==> src/rtl/lc4_settings.svh <==
`ifndef LC4_SETTINGS_SVH
`define LC4_SETTINGS_SVH

// ========================================
// Datapath geometry
// ========================================
`define LC4_WORD_W   16        // Data and address width
`define LC4_REG_N    8         // Register file depth
`define LC4_REG_W    3         // Register selector width

// Fetch address out of reset
`define LC4_RESET_PC 16'h8200

// ========================================
// Immediate field widths
// ========================================
`define LC4_IMM5_W   5         // ADD immediate
`define LC4_IMM6_W   6         // LDR/STR offset
`define LC4_IMM9_W   9         // BR offset, CONST value
`define LC4_IMM11_W  11        // JMP offset

`endif

==> src/rtl/lc4_pkg.sv <==
`include "lc4_settings.svh"

`default_nettype none

package lc4_pkg;

   typedef logic [`LC4_WORD_W-1:0] word_t;
   typedef logic [`LC4_REG_W-1:0]  reg_sel_t;

   // Major opcode, insn[15:12]
   typedef enum logic [3:0] {
      OP_BR    = 4'b0000,      // NOP is BR with empty mask
      OP_ARITH = 4'b0001,      // ADD, SUB, ADD imm5
      OP_LOGIC = 4'b0101,      // AND, OR, XOR
      OP_LDR   = 4'b0110,
      OP_STR   = 4'b0111,
      OP_CONST = 4'b1001,
      OP_JMP   = 4'b1100       // JMP needs insn[11] set
   } opcode_e;

   // What execute computes
   typedef enum logic [2:0] {
      ALU_ADD,                 // Also LDR/STR address
      ALU_SUB,
      ALU_AND,
      ALU_OR,
      ALU_XOR,
      ALU_PASS_B,              // CONST
      ALU_PC_REL               // PC+1+imm, branch and jump target
   } alu_op_e;

endpackage

`default_nettype wire

==> src/rtl/lc4_fetch.sv <==
`include "lc4_settings.svh"

`default_nettype none

module lc4_fetch (
   input  wire                gwe,
   input  wire                i_reset,
   input  wire                i_stall,     // Load-use hold from decode
   input  wire                i_redirect,  // Taken branch or JMP in execute
   input  wire lc4_pkg::word_t i_target,
   input  wire lc4_pkg::word_t i_insn,     // Imem data at o_pc
   output lc4_pkg::word_t     o_pc,
   output lc4_pkg::word_t     o_d_insn,
   output lc4_pkg::word_t     o_d_pc
);

   import lc4_pkg::*;

   word_t pc;

   assign o_pc = pc;

   // PC and F/D instruction register
   // Redirect wins over stall
   always_ff @(posedge gwe) begin
      if (i_reset) begin
         pc       <= `LC4_RESET_PC;
         o_d_insn <= '0;              // NOP
      end else if (i_redirect) begin
         pc       <= i_target;
         o_d_insn <= '0;              // Squash wrong-path fetch
      end else if (!i_stall) begin
         pc       <= pc + word_t'(1);
         o_d_insn <= i_insn;
      end
   end

   // PC copy for PC-relative targets
   always_ff @(posedge gwe) begin
      if (!i_stall || i_redirect) begin
         o_d_pc <= pc;
      end
   end

endmodule

`default_nettype wire

==> src/rtl/lc4_decode.sv <==
`include "lc4_settings.svh"

`default_nettype none

module lc4_decode (
   input  wire                    gwe,
   input  wire                    i_reset,
   input  wire lc4_pkg::word_t     i_insn,
   input  wire lc4_pkg::word_t     i_pc,
   input  wire                    i_flush,       // Redirect from execute
   input  wire                    i_x_is_load,
   input  wire lc4_pkg::reg_sel_t  i_x_rd,
   input  wire                    i_w_we,        // Register file write port
   input  wire lc4_pkg::reg_sel_t  i_w_rd,
   input  wire lc4_pkg::word_t     i_w_data,
   output logic                   o_stall,
   output lc4_pkg::alu_op_e       o_x_op,
   output lc4_pkg::word_t         o_x_imm,
   output lc4_pkg::reg_sel_t      o_x_rs,
   output lc4_pkg::reg_sel_t      o_x_rt,
   output lc4_pkg::reg_sel_t      o_x_rd,
   output lc4_pkg::word_t         o_x_rs_val,
   output lc4_pkg::word_t         o_x_rt_val,
   output logic                   o_x_regfile_we,
   output logic                   o_x_nzp_we,
   output logic                   o_x_is_load,
   output logic                   o_x_is_store,
   output logic                   o_x_is_branch,
   output logic                   o_x_is_jmp,
   output logic                   o_x_use_imm,   // ALU B from immediate
   output logic [2:0]             o_x_nzp,       // Branch mask
   output lc4_pkg::word_t         o_x_pc
);

   import lc4_pkg::*;

   word_t    rf [`LC4_REG_N];
   opcode_e  opcode;
   alu_op_e  d_op;
   word_t    d_imm, imm5, imm6, imm9, imm11;
   word_t    rs_val, rt_val;
   reg_sel_t d_rs, d_rt, d_rd;
   logic     d_rs_re, d_rt_re;        // Sources that feed the ALU
   logic     d_we, d_nzp_we, d_load, d_store, d_branch, d_jmp, d_use_imm;
   logic     kill;

   assign opcode = opcode_e'(i_insn[15:12]);
   assign d_rd   = i_insn[11:9];
   assign d_rs   = i_insn[8:6];

   // Sign-extended immediates
   assign imm5  = {{(`LC4_WORD_W-`LC4_IMM5_W){i_insn[`LC4_IMM5_W-1]}},
                   i_insn[`LC4_IMM5_W-1:0]};
   assign imm6  = {{(`LC4_WORD_W-`LC4_IMM6_W){i_insn[`LC4_IMM6_W-1]}},
                   i_insn[`LC4_IMM6_W-1:0]};
   assign imm9  = {{(`LC4_WORD_W-`LC4_IMM9_W){i_insn[`LC4_IMM9_W-1]}},
                   i_insn[`LC4_IMM9_W-1:0]};
   assign imm11 = {{(`LC4_WORD_W-`LC4_IMM11_W){i_insn[`LC4_IMM11_W-1]}},
                   i_insn[`LC4_IMM11_W-1:0]};

   // ========================================
   // Instruction decoder
   // ========================================
   always_comb begin
      d_op      = ALU_ADD;
      d_imm     = imm6;
      d_rt      = i_insn[2:0];
      d_rs_re   = 1'b0;
      d_rt_re   = 1'b0;
      d_we      = 1'b0;
      d_nzp_we  = 1'b0;
      d_load    = 1'b0;
      d_store   = 1'b0;
      d_branch  = 1'b0;
      d_jmp     = 1'b0;
      d_use_imm = 1'b0;
      case (opcode)
         OP_BR: begin
            d_branch = 1'b1;          // Empty mask never taken
            d_op     = ALU_PC_REL;
            d_imm    = imm9;
         end
         OP_ARITH: begin
            d_imm     = imm5;
            d_use_imm = i_insn[5];
            d_op      = (i_insn[5:3] == 3'b010) ? ALU_SUB : ALU_ADD;
            if (i_insn[5] || i_insn[5:3] == 3'b000 || i_insn[5:3] == 3'b010) begin
               d_rs_re  = 1'b1;
               d_rt_re  = !i_insn[5];
               d_we     = 1'b1;
               d_nzp_we = 1'b1;
            end
         end
         OP_LOGIC: begin
            d_op = (i_insn[5:3] == 3'b010) ? ALU_OR  :
                   (i_insn[5:3] == 3'b011) ? ALU_XOR : ALU_AND;
            if (i_insn[5:3] == 3'b000 || i_insn[5:3] == 3'b010 || i_insn[5:3] == 3'b011) begin
               d_rs_re  = 1'b1;
               d_rt_re  = 1'b1;
               d_we     = 1'b1;
               d_nzp_we = 1'b1;
            end
         end
         OP_LDR: begin
            d_rs_re   = 1'b1;
            d_we      = 1'b1;
            d_load    = 1'b1;
            d_use_imm = 1'b1;
         end
         OP_STR: begin
            d_rt      = i_insn[11:9];  // Store data register
            d_rs_re   = 1'b1;
            d_store   = 1'b1;
            d_use_imm = 1'b1;
         end
         OP_CONST: begin
            d_op      = ALU_PASS_B;
            d_imm     = imm9;
            d_we      = 1'b1;
            d_nzp_we  = 1'b1;
            d_use_imm = 1'b1;
         end
         OP_JMP: begin
            d_op  = ALU_PC_REL;
            d_imm = imm11;
            d_jmp = i_insn[11];        // JMPR not supported
         end
         default: ;                    // Unsupported opcodes run as NOP
      endcase
   end

   // Register file written at end of writeback
   always_ff @(posedge gwe) begin
      if (i_w_we) begin
         rf[i_w_rd] <= i_w_data;
      end
   end

   // WD bypass
   assign rs_val = (i_w_we && i_w_rd == d_rs) ? i_w_data : rf[d_rs];
   assign rt_val = (i_w_we && i_w_rd == d_rt) ? i_w_data : rf[d_rt];

   // Load-use hazard on ALU sources only
   assign o_stall = i_x_is_load &&
                    ((d_rs_re && i_x_rd == d_rs) || (d_rt_re && i_x_rd == d_rt));
   assign kill    = o_stall || i_flush;

   // ========================================
   // D/X register
   // ========================================
   always_ff @(posedge gwe) begin
      if (i_reset || kill) begin      // Bubble
         o_x_regfile_we <= 1'b0;
         o_x_nzp_we     <= 1'b0;
         o_x_is_load    <= 1'b0;
         o_x_is_store   <= 1'b0;
         o_x_is_branch  <= 1'b0;
         o_x_is_jmp     <= 1'b0;
      end else begin
         o_x_regfile_we <= d_we;
         o_x_nzp_we     <= d_nzp_we;
         o_x_is_load    <= d_load;
         o_x_is_store   <= d_store;
         o_x_is_branch  <= d_branch;
         o_x_is_jmp     <= d_jmp;
      end
   end

   always_ff @(posedge gwe) begin
      o_x_op      <= d_op;
      o_x_imm     <= d_imm;
      o_x_rs      <= d_rs;
      o_x_rt      <= d_rt;
      o_x_rd      <= d_rd;
      o_x_rs_val  <= rs_val;
      o_x_rt_val  <= rt_val;
      o_x_use_imm <= d_use_imm;
      o_x_nzp     <= i_insn[11:9];
      o_x_pc      <= i_pc;
   end

   // Load-use stall lasts a single cycle, the bubble frees execute
   a_stall_once: assert property (@(posedge gwe) disable iff (i_reset)
      o_stall |=> !o_stall);

endmodule

`default_nettype wire

==> src/rtl/lc4_execute.sv <==
`include "lc4_settings.svh"

`default_nettype none

module lc4_execute (
   input  wire                    gwe,
   input  wire                    i_reset,
   input  wire lc4_pkg::alu_op_e   i_op,
   input  wire lc4_pkg::word_t     i_imm,
   input  wire lc4_pkg::reg_sel_t  i_rs,
   input  wire lc4_pkg::reg_sel_t  i_rt,
   input  wire lc4_pkg::reg_sel_t  i_rd,
   input  wire lc4_pkg::word_t     i_rs_val,
   input  wire lc4_pkg::word_t     i_rt_val,
   input  wire                    i_regfile_we,
   input  wire                    i_nzp_we,
   input  wire                    i_is_load,
   input  wire                    i_is_store,
   input  wire                    i_is_branch,
   input  wire                    i_is_jmp,
   input  wire                    i_use_imm,
   input  wire [2:0]              i_nzp,        // Branch mask
   input  wire lc4_pkg::word_t     i_pc,
   input  wire                    i_m_we,       // MX source
   input  wire lc4_pkg::reg_sel_t  i_m_rd,
   input  wire lc4_pkg::word_t     i_m_data,
   input  wire                    i_w_we,       // WX source
   input  wire lc4_pkg::reg_sel_t  i_w_rd,
   input  wire lc4_pkg::word_t     i_w_data,
   output logic                   o_redirect,
   output lc4_pkg::word_t         o_target,
   output logic                   o_x_is_load,  // Back to hazard check
   output lc4_pkg::reg_sel_t      o_x_rd,
   output lc4_pkg::word_t         o_m_alu,
   output lc4_pkg::word_t         o_m_rt_val,
   output lc4_pkg::reg_sel_t      o_m_rt,
   output lc4_pkg::reg_sel_t      o_m_rd,
   output logic                   o_m_regfile_we,
   output logic                   o_m_is_load,
   output logic                   o_m_is_store
);

   import lc4_pkg::*;

   word_t      rs_fwd, rt_fwd;
   word_t      alu_b, alu;
   logic [2:0] nzp, nzp_new;
   logic       taken;

   assign o_x_is_load = i_is_load;
   assign o_x_rd      = i_rd;

   // ========================================
   // Bypass with MX before WX
   // ========================================
   assign rs_fwd = (i_m_we && i_m_rd == i_rs) ? i_m_data :
                   (i_w_we && i_w_rd == i_rs) ? i_w_data : i_rs_val;
   assign rt_fwd = (i_m_we && i_m_rd == i_rt) ? i_m_data :
                   (i_w_we && i_w_rd == i_rt) ? i_w_data : i_rt_val;

   assign alu_b = i_use_imm ? i_imm : rt_fwd;

   always_comb begin
      case (i_op)
         ALU_ADD:    alu = rs_fwd + alu_b;
         ALU_SUB:    alu = rs_fwd - alu_b;
         ALU_AND:    alu = rs_fwd & alu_b;
         ALU_OR:     alu = rs_fwd | alu_b;
         ALU_XOR:    alu = rs_fwd ^ alu_b;
         ALU_PC_REL: alu = i_pc + word_t'(1) + i_imm;
         default:    alu = alu_b;         // PASS_B
      endcase
   end

   // Condition codes of the result
   assign nzp_new = alu[`LC4_WORD_W-1] ? 3'b100 :
                    (alu == '0)         ? 3'b010 : 3'b001;

   always_ff @(posedge gwe) begin
      if (i_reset) begin
         nzp <= 3'b000;
      end else if (i_nzp_we) begin
         nzp <= nzp_new;
      end
   end

   // Branch resolution
   assign taken      = i_is_branch && |(i_nzp & nzp);
   assign o_redirect = taken || i_is_jmp;
   assign o_target   = alu;

   // ========================================
   // X/M register
   // ========================================
   always_ff @(posedge gwe) begin
      if (i_reset) begin
         o_m_regfile_we <= 1'b0;
         o_m_is_load    <= 1'b0;
         o_m_is_store   <= 1'b0;
      end else begin
         o_m_regfile_we <= i_regfile_we;
         o_m_is_load    <= i_is_load;
         o_m_is_store   <= i_is_store;
      end
   end

   always_ff @(posedge gwe) begin
      o_m_alu    <= alu;
      o_m_rt_val <= rt_fwd;         // Store data that WM may still patch
      o_m_rt     <= i_rt;
      o_m_rd     <= i_rd;
   end

   // The flush leaves a bubble in execute behind every redirect
   a_redirect: assert property (@(posedge gwe) disable iff (i_reset)
      o_redirect |=> !o_redirect);

endmodule

`default_nettype wire

==> src/rtl/lc4_result.sv <==
`default_nettype none

module lc4_result (
   input  wire                    gwe,
   input  wire                    i_reset,
   input  wire lc4_pkg::word_t     i_m_alu,
   input  wire lc4_pkg::word_t     i_m_rt_val,
   input  wire lc4_pkg::reg_sel_t  i_m_rt,
   input  wire lc4_pkg::reg_sel_t  i_m_rd,
   input  wire                    i_m_regfile_we,
   input  wire                    i_m_is_load,
   input  wire                    i_m_is_store,
   input  wire lc4_pkg::word_t     i_dmem_data,
   output lc4_pkg::word_t         o_dmem_addr,
   output logic                   o_dmem_we,
   output lc4_pkg::word_t         o_dmem_wdata,
   output logic                   o_m_we,       // MX source
   output lc4_pkg::reg_sel_t      o_m_rd,
   output lc4_pkg::word_t         o_m_data,
   output logic                   o_w_we,       // Regfile write, WX and WM source
   output lc4_pkg::reg_sel_t      o_w_rd,
   output lc4_pkg::word_t         o_w_data
);

   import lc4_pkg::*;

   word_t w_alu, w_load;
   logic  w_is_load;

   // ========================================
   // Memory stage
   // ========================================
   assign o_dmem_addr  = i_m_alu;
   assign o_dmem_we    = i_m_is_store;
   // WM bypass of store data
   assign o_dmem_wdata = (o_w_we && o_w_rd == i_m_rt) ? o_w_data : i_m_rt_val;

   // Load data not ready until writeback
   assign o_m_we   = i_m_regfile_we && !i_m_is_load;
   assign o_m_rd   = i_m_rd;
   assign o_m_data = i_m_alu;

   // M/W register
   always_ff @(posedge gwe) begin
      if (i_reset) begin
         o_w_we    <= 1'b0;
         w_is_load <= 1'b0;
      end else begin
         o_w_we    <= i_m_regfile_we;
         w_is_load <= i_m_is_load;
      end
   end

   always_ff @(posedge gwe) begin
      o_w_rd <= i_m_rd;
      w_alu  <= i_m_alu;
      w_load <= i_dmem_data;      // Sampled at end of memory cycle
   end

   // Writeback select
   assign o_w_data = w_is_load ? w_load : w_alu;

   // Decoder never marks an instruction as both load and store
   a_no_load_store: assert property (@(posedge gwe) disable iff (i_reset)
      !(o_dmem_we && i_m_is_load));

endmodule

`default_nettype wire

==> src/rtl/lc4_core.sv <==
`default_nettype none

module lc4_core (
   input  wire                gwe,
   input  wire                i_reset,
   output lc4_pkg::word_t     o_pc,         // Imem address
   input  wire lc4_pkg::word_t i_insn,
   output lc4_pkg::word_t     o_dmem_addr,
   input  wire lc4_pkg::word_t i_dmem_data,
   output wire                o_dmem_we,
   output lc4_pkg::word_t     o_dmem_wdata
);

   import lc4_pkg::*;

   // F/D
   word_t    d_insn, d_pc;
   logic     d_stall;
   // D/X
   alu_op_e  x_op;
   word_t    x_imm, x_rs_val, x_rt_val, x_pc, x_target;
   reg_sel_t x_rs, x_rt, x_rd, x_fb_rd;
   logic     x_regfile_we, x_nzp_we, x_is_load, x_is_store, x_is_branch, x_is_jmp;
   logic     x_use_imm, x_redirect, x_fb_is_load;
   logic [2:0] x_nzp;
   // X/M and M/W
   word_t    m_alu, m_rt_val, m_fwd_data, w_data;
   reg_sel_t m_rt, m_rd, m_fwd_rd, w_rd;
   logic     m_regfile_we, m_is_load, m_is_store, m_fwd_we, w_we;

   lc4_fetch fetch_i (
      .gwe(gwe), .i_reset(i_reset),
      .i_stall(d_stall), .i_redirect(x_redirect), .i_target(x_target),
      .i_insn(i_insn), .o_pc(o_pc), .o_d_insn(d_insn), .o_d_pc(d_pc)
   );

   lc4_decode decode_i (
      .gwe(gwe), .i_reset(i_reset),
      .i_insn(d_insn), .i_pc(d_pc), .i_flush(x_redirect),
      .i_x_is_load(x_fb_is_load), .i_x_rd(x_fb_rd),
      .i_w_we(w_we), .i_w_rd(w_rd), .i_w_data(w_data),
      .o_stall(d_stall), .o_x_op(x_op), .o_x_imm(x_imm),
      .o_x_rs(x_rs), .o_x_rt(x_rt), .o_x_rd(x_rd),
      .o_x_rs_val(x_rs_val), .o_x_rt_val(x_rt_val),
      .o_x_regfile_we(x_regfile_we), .o_x_nzp_we(x_nzp_we),
      .o_x_is_load(x_is_load), .o_x_is_store(x_is_store),
      .o_x_is_branch(x_is_branch), .o_x_is_jmp(x_is_jmp),
      .o_x_use_imm(x_use_imm), .o_x_nzp(x_nzp), .o_x_pc(x_pc)
   );

   lc4_execute execute_i (
      .gwe(gwe), .i_reset(i_reset),
      .i_op(x_op), .i_imm(x_imm), .i_rs(x_rs), .i_rt(x_rt), .i_rd(x_rd),
      .i_rs_val(x_rs_val), .i_rt_val(x_rt_val),
      .i_regfile_we(x_regfile_we), .i_nzp_we(x_nzp_we),
      .i_is_load(x_is_load), .i_is_store(x_is_store),
      .i_is_branch(x_is_branch), .i_is_jmp(x_is_jmp),
      .i_use_imm(x_use_imm), .i_nzp(x_nzp), .i_pc(x_pc),
      .i_m_we(m_fwd_we), .i_m_rd(m_fwd_rd), .i_m_data(m_fwd_data),
      .i_w_we(w_we), .i_w_rd(w_rd), .i_w_data(w_data),
      .o_redirect(x_redirect), .o_target(x_target),
      .o_x_is_load(x_fb_is_load), .o_x_rd(x_fb_rd),
      .o_m_alu(m_alu), .o_m_rt_val(m_rt_val), .o_m_rt(m_rt), .o_m_rd(m_rd),
      .o_m_regfile_we(m_regfile_we), .o_m_is_load(m_is_load),
      .o_m_is_store(m_is_store)
   );

   lc4_result result_i (
      .gwe(gwe), .i_reset(i_reset),
      .i_m_alu(m_alu), .i_m_rt_val(m_rt_val), .i_m_rt(m_rt), .i_m_rd(m_rd),
      .i_m_regfile_we(m_regfile_we), .i_m_is_load(m_is_load),
      .i_m_is_store(m_is_store), .i_dmem_data(i_dmem_data),
      .o_dmem_addr(o_dmem_addr), .o_dmem_we(o_dmem_we), .o_dmem_wdata(o_dmem_wdata),
      .o_m_we(m_fwd_we), .o_m_rd(m_fwd_rd), .o_m_data(m_fwd_data),
      .o_w_we(w_we), .o_w_rd(w_rd), .o_w_data(w_data)
   );

endmodule

`default_nettype wire

==> config.mk <==
export PLATFORM = sky130hd
export DESIGN_NAME = lc4_core
export DESIGN_NICKNAME = d
export VERILOG_FILES = /design/src/rtl/lc4_pkg.sv /design/src/rtl/lc4_fetch.sv /design/src/rtl/lc4_decode.sv /design/src/rtl/lc4_execute.sv /design/src/rtl/lc4_result.sv /design/src/rtl/lc4_core.sv
export VERILOG_INCLUDE_DIRS = /design/src /design/src/rtl
export SDC_FILE = /design/constraint.sdc
export NUM_CORES = 1
export LEC_CHECK = 0
export ABC_AREA = 1
export BUFFER_PORTS_ARGS = -buffer_cell sky130_fd_sc_hd__buf_2
export CAP_MARGIN = 20
export CORE_AREA = 2 2 242 125
export DETAILED_ROUTE_END_ITERATION = 7
export DIE_AREA = 0 0 244 127
export PLACE_DENSITY_LB_ADDON = 0.15
export SLEW_MARGIN = 20
export SYNTH_ARGS = -nofsm -noshare
export SYNTH_HDL_FRONTEND = slang
export SYNTH_SLANG_ARGS = --single-unit
export TNS_END_PERCENT = 100
==> constraint.sdc <==
create_clock -name gwe -period 4.5 [get_ports gwe]
set_input_delay 0.225 -clock gwe [delete_from_list [all_inputs] [get_ports gwe]]
set_output_delay 0.225 -clock gwe [all_outputs]
set_load 0.02 [all_outputs]
==> out/summary.md <==
Synthesis produced a netlist with a net count of 2,108. Leaving out filler cells and counting taps, the final layout contains 2,622. The cell with the largest stage delay on the worst path is sky130_fd_sc_hd__dfxtp_4. The cell count of the worst hold path works out to 2.

For the worst setup path, the data arrival time is 4.89 ns. On the final layout, the worst hold slack is 0.0792 ns. Ratio of cells with drive above 1 in the final layout: 16.9%. The wire length on met1 was 21,500 µm. In this run the worst hold path is classified as in -> reg. Relative to the synthesized area, the layout overhead comes to 21.1%.

The core region is 28,700 µm². The run gives 2,357 as the number of fillers in the final layout. The most common cell after layout, fill and taps aside is sky130_fd_sc_hd__nand2_1. The clock passes through at most 3 buffers.

The global-route usage over all layers is 31.2%, and the flip-flop count of the largest register, all copies and words added is 128. The logs give 2,310 for the total number of nets in the final design and 5 for the number of detailed-routing iterations run before antenna repair. Summed over all layers, the global routing overflow is 0.

The tools report the internal reg-to-reg setup slack as 0.14 ns. Before CTS, the worst setup slack after placement is 0.0985 ns. The number of buffers added by the clock tree synthesis step was 28.

Setup violations remaining at the end of the flow were counted as 0. The tools report the total number of H-tree levels as 1. Yosys attributes the largest share of cell area to sky130_fd_sc_hd__edfxtp_1, sky130_fd_sc_hd__dfxtp_1, sky130_fd_sc_hd__nand2_1.

The tools report the wire length of the first global-routing pass as 75,000 µm. In the synthesized netlist the dominant register cell turns out to be sky130_fd_sc_hd__dfxtp_1. Synthesized area: 15,900 µm². The run gives 0.944 as the final weighted congestion of routability-driven global placement. For this run, asynchronously set or reset flops after synthesis account for 0%. The power per cell area was 428 nW/µm².

The flow ran to the end, and the final reports show no timing, DRC or antenna violations. The number of flops mapped to enable cells by yosys came out at 144. The logs give 72 for the maximum number of pins on one net before global-route repair and 1,608 for the initial detailed-routing violation count. In the layout the commonest cells are sky130_fd_sc_hd__nand2_1, sky130_fd_sc_hd__inv_1, sky130_fd_sc_hd__nand3_1.

Summing the sequential cell areas from Yosys gives 47.1% of the chip area. The final critical-path setup slack is 0.135 ns. The shortest clock period the worst path allows after layout is 4.36 ns, and the cell count of the worst reg-to-reg path is 34. The worst register-to-register path begins at decode_i.o_x_rt[0]$_DFF_P_. The length of routed met3 wiring was 4960 µm. The tools report the number of violations of the max-capacitance limit as 0.

Once the floorplan was initialized, standard cells occupied 55.6% of the core. sky130_fd_sc_hd__edfxtp_1 takes more of the synthesized area than any other cell. The largest incremental delay on the critical path was 0.46 ns. The instance count after placement with tap cells included was 2,511.

TritonCTS built the clock tree. Setup repair after global routing could not meet its margin everywhere. The measured slew at the worst slew-check pin is 0.844 ns, and the width of the die is 244 µm. The worst setup path is captured at a flop. The worst path uses 97.0% of the clock period. The number of I/O port buffers is 82, and the met2 wirelength from detailed routing is 21,500 µm. The number of antenna violations at the first check in global routing came out at 0. The tools report the cell count after synthesis as 2,007.

For this run, the top clock speed supported by timing is 0.229 GHz. The run gives 0 as the count of pins over their slew limit. The cell that appears most often on the critical path is sky130_fd_sc_hd__nand2_2. The total I/O pin count is 83, and the number of vias per cell after detailed routing is 5.59. The repair_antennas step left the layout with diodes totalling 0. The vertical die dimension is 127 µm, and the area of the die is 31,000 µm².

For the number of nets still failing antenna checks after routing, the log shows 0. The synthesized netlist contains 58 unique library cells. The worst setup path is of the reg -> reg kind. Dividing the detail-routed wire length by the instance count gives 18.8 µm. The worst hold path startpoint is i_reset.

The residual DRC count is 0. Element type at the critical path start: a flop. Clock latency on the worst-skew pair, taken at its later pin, is 0.59 ns.

For this run, the number of Yosys warnings is 0. The tools report the final worst clock skew as 0.0223 ns. For the number of endpoints with negative hold slack in the final report, the log shows 0. At the worst endpoint, the required time is 5.03 ns.

The root buffer cell chosen for the clock tree is sky130_fd_sc_hd__clkbuf_16. decode_i.rf holds more flip-flops than any other register. Highest metal layer with signal wires: met4. Detailed placement finished with a half-perimeter wire length of 33,300 µm.

In this run the biggest area consumer among cell types represents 27.1% of the synthesized area. The number of storage elements in the synthesis netlist is 303. The via count of the first global-routing pass is 13,300, and the overall routed net length is 49,300 µm. For this design, the sink count on the clock tree is 303.

The logs give 270 µV for the maximum ir drop on the vdd rail and 44 for the number of placement rows. In this run the static leakage power is 8.90 nW. The path with the worst hold slack has its endpoint at execute_i.o_m_regfile_we$_SDFF_PP0_. After clock tree synthesis, the clock-pin slew on the worst setup and hold paths is 0.07 ns.

Averaged over all synthesized cells, the footprint is 7.94 µm². The run gives 43.6% as the worst-case headroom to the max-slew limit. The worst register-to-register path ends at execute_i.nzp[2]$_SDFFE_PP0P_. Along the worst path, the maximum fanout reaches 13.

Detailed routing inserted a total of 14,700 vias.
[kinds of logic after synthesis]
family / Yosys count / share of synthesized area, %
muxes: 1 / 0.0706
and+or+nand+nor: 917 / 24.8
buffers and inverters: 331 / 8.20
AOI/OAI and AO/OA: 357 / 12.8
adders and majority gates: 67 / 5.35
xor gates and xnor gates: 31 / 1.70
DFF: 303 / 47.1
[metal layers]
layer / vias up / GRT usage, %
met5: - / 0
met4: 0 / 7.89
met3: 94 / 5.02
met2: 696 / 49.4
met1: 6810 / 45.0
li1: 7052 / -
[worst max path at each step]
stage	from	endpoint	slack [ns]	cells after the start
finish	decode_i.o_x_rt[0]$_DFF_P_	execute_i.nzp[2]$_SDFFE_PP0P_	0.14	34
global route	decode_i.o_x_rt[0]$_DFF_P_	execute_i.nzp[2]$_SDFFE_PP0P_	-0.16	36
CTS	decode_i.o_x_rt[1]$_DFF_P_	execute_i.nzp[1]$_SDFFE_PP0P_	0.04	33
detailed placement	decode_i.o_x_rt[1]$_DFF_P_	execute_i.nzp[1]$_SDFFE_PP0P_	0.1	33
global placement	execute_i.o_m_regfile_we$_SDFF_PP0_	execute_i.nzp[2]$_SDFFE_PP0P_	0.15	34
floorplan	decode_i.o_x_rt[1]$_DFF_P_	execute_i.nzp[0]$_SDFFE_PP0P_	0.36	33
[stage by stage]
| step | power (mW) | instance area, µm² | utilization [%] | TNS (ns) |
|---|---|---|---|---|
| 6_report | 8.27 | 19300 | 67.3 | 0 |
| 4_1_cts | 8.11 | 18800 | 65.4 | 0 |
| 5_1_grt | 8.61 | 19300 | 67.3 | -0.648 |
| 2_1_floorplan | 4.56 | 15900 | - | 0 |
| 3_3_place_gp | 5.45 | 17400 | 60.6 | 0 |
| 3_5_place_dp | 5.46 | 17400 | 60.6 | 0 |
[layout make-up]
| type | count | area, µm² | area share, % |
|---|---|---|---|
| Sequential cell | 303 | 7520 | 39.0 |
| Multi-Input combinational cell | 1373 | 7330 | 38.0 |
| Timing Repair Buffer | 250 | 1950 | 10.1 |
| Inverter | 253 | 967 | 5.01 |
| Clock buffer | 41 | 877 | 4.54 |
| Tap cell | 391 | 489 | 2.53 |
| Clock inverter | 11 | 166 | 0.862 |
[cells in the mapped netlist, drive strengths merged, types with 2 or more instances]
cell     number
edfxtp      144
dfxtp       159
a22oi        13
or2          16
nand2       505
buf          33
a21oi        87
a21o          6
o21a          2
nand3       191
o311ai        2
o31ai         2
nor3          9
o22ai        17
o211ai       17
nand3b        3
nand4        12
ha           65
a221oi        9
o2111ai       5
xnor2         8
fa            2
clkinv        5
o21ai       171
a211oi        4
xor2         23
and2          3
clkbuf       45
o21bai        4
inv         248
a31oi         9
nor2        176
o221ai        4
[what timing repair did]
action / 4_1_cts / 5_1_grt
setup endpoints to repair: 0 / 14
hold buffers: 32 / 0
endpoints found under the hold margin: 32 / 0
resized for setup: 0 / 82
buffers inserted: 0 / 25
[critical path, delay by kind of cell (launching register included)]
kind                       cells  cell delay (ns)
DFF                            1             0.46
adders and majority gates      1             0.34
AOI/OAI and AO/OA              3             0.52
xor gates and xnor gates       1             0.15
and+or+nand+nor               23             2.32
buffers and inverters          6             0.50
[power by group]
part / total (mW) / internal [mW] / switching (mW)
Sequential: 3.38 / 3.23 / 0.159
Combinational: 2.22 / 0.801 / 1.42
Clock: 2.66 / 1.54 / 1.12
Total: 8.27 / 5.57 / 2.70
(Power assumes the default switching activity.)
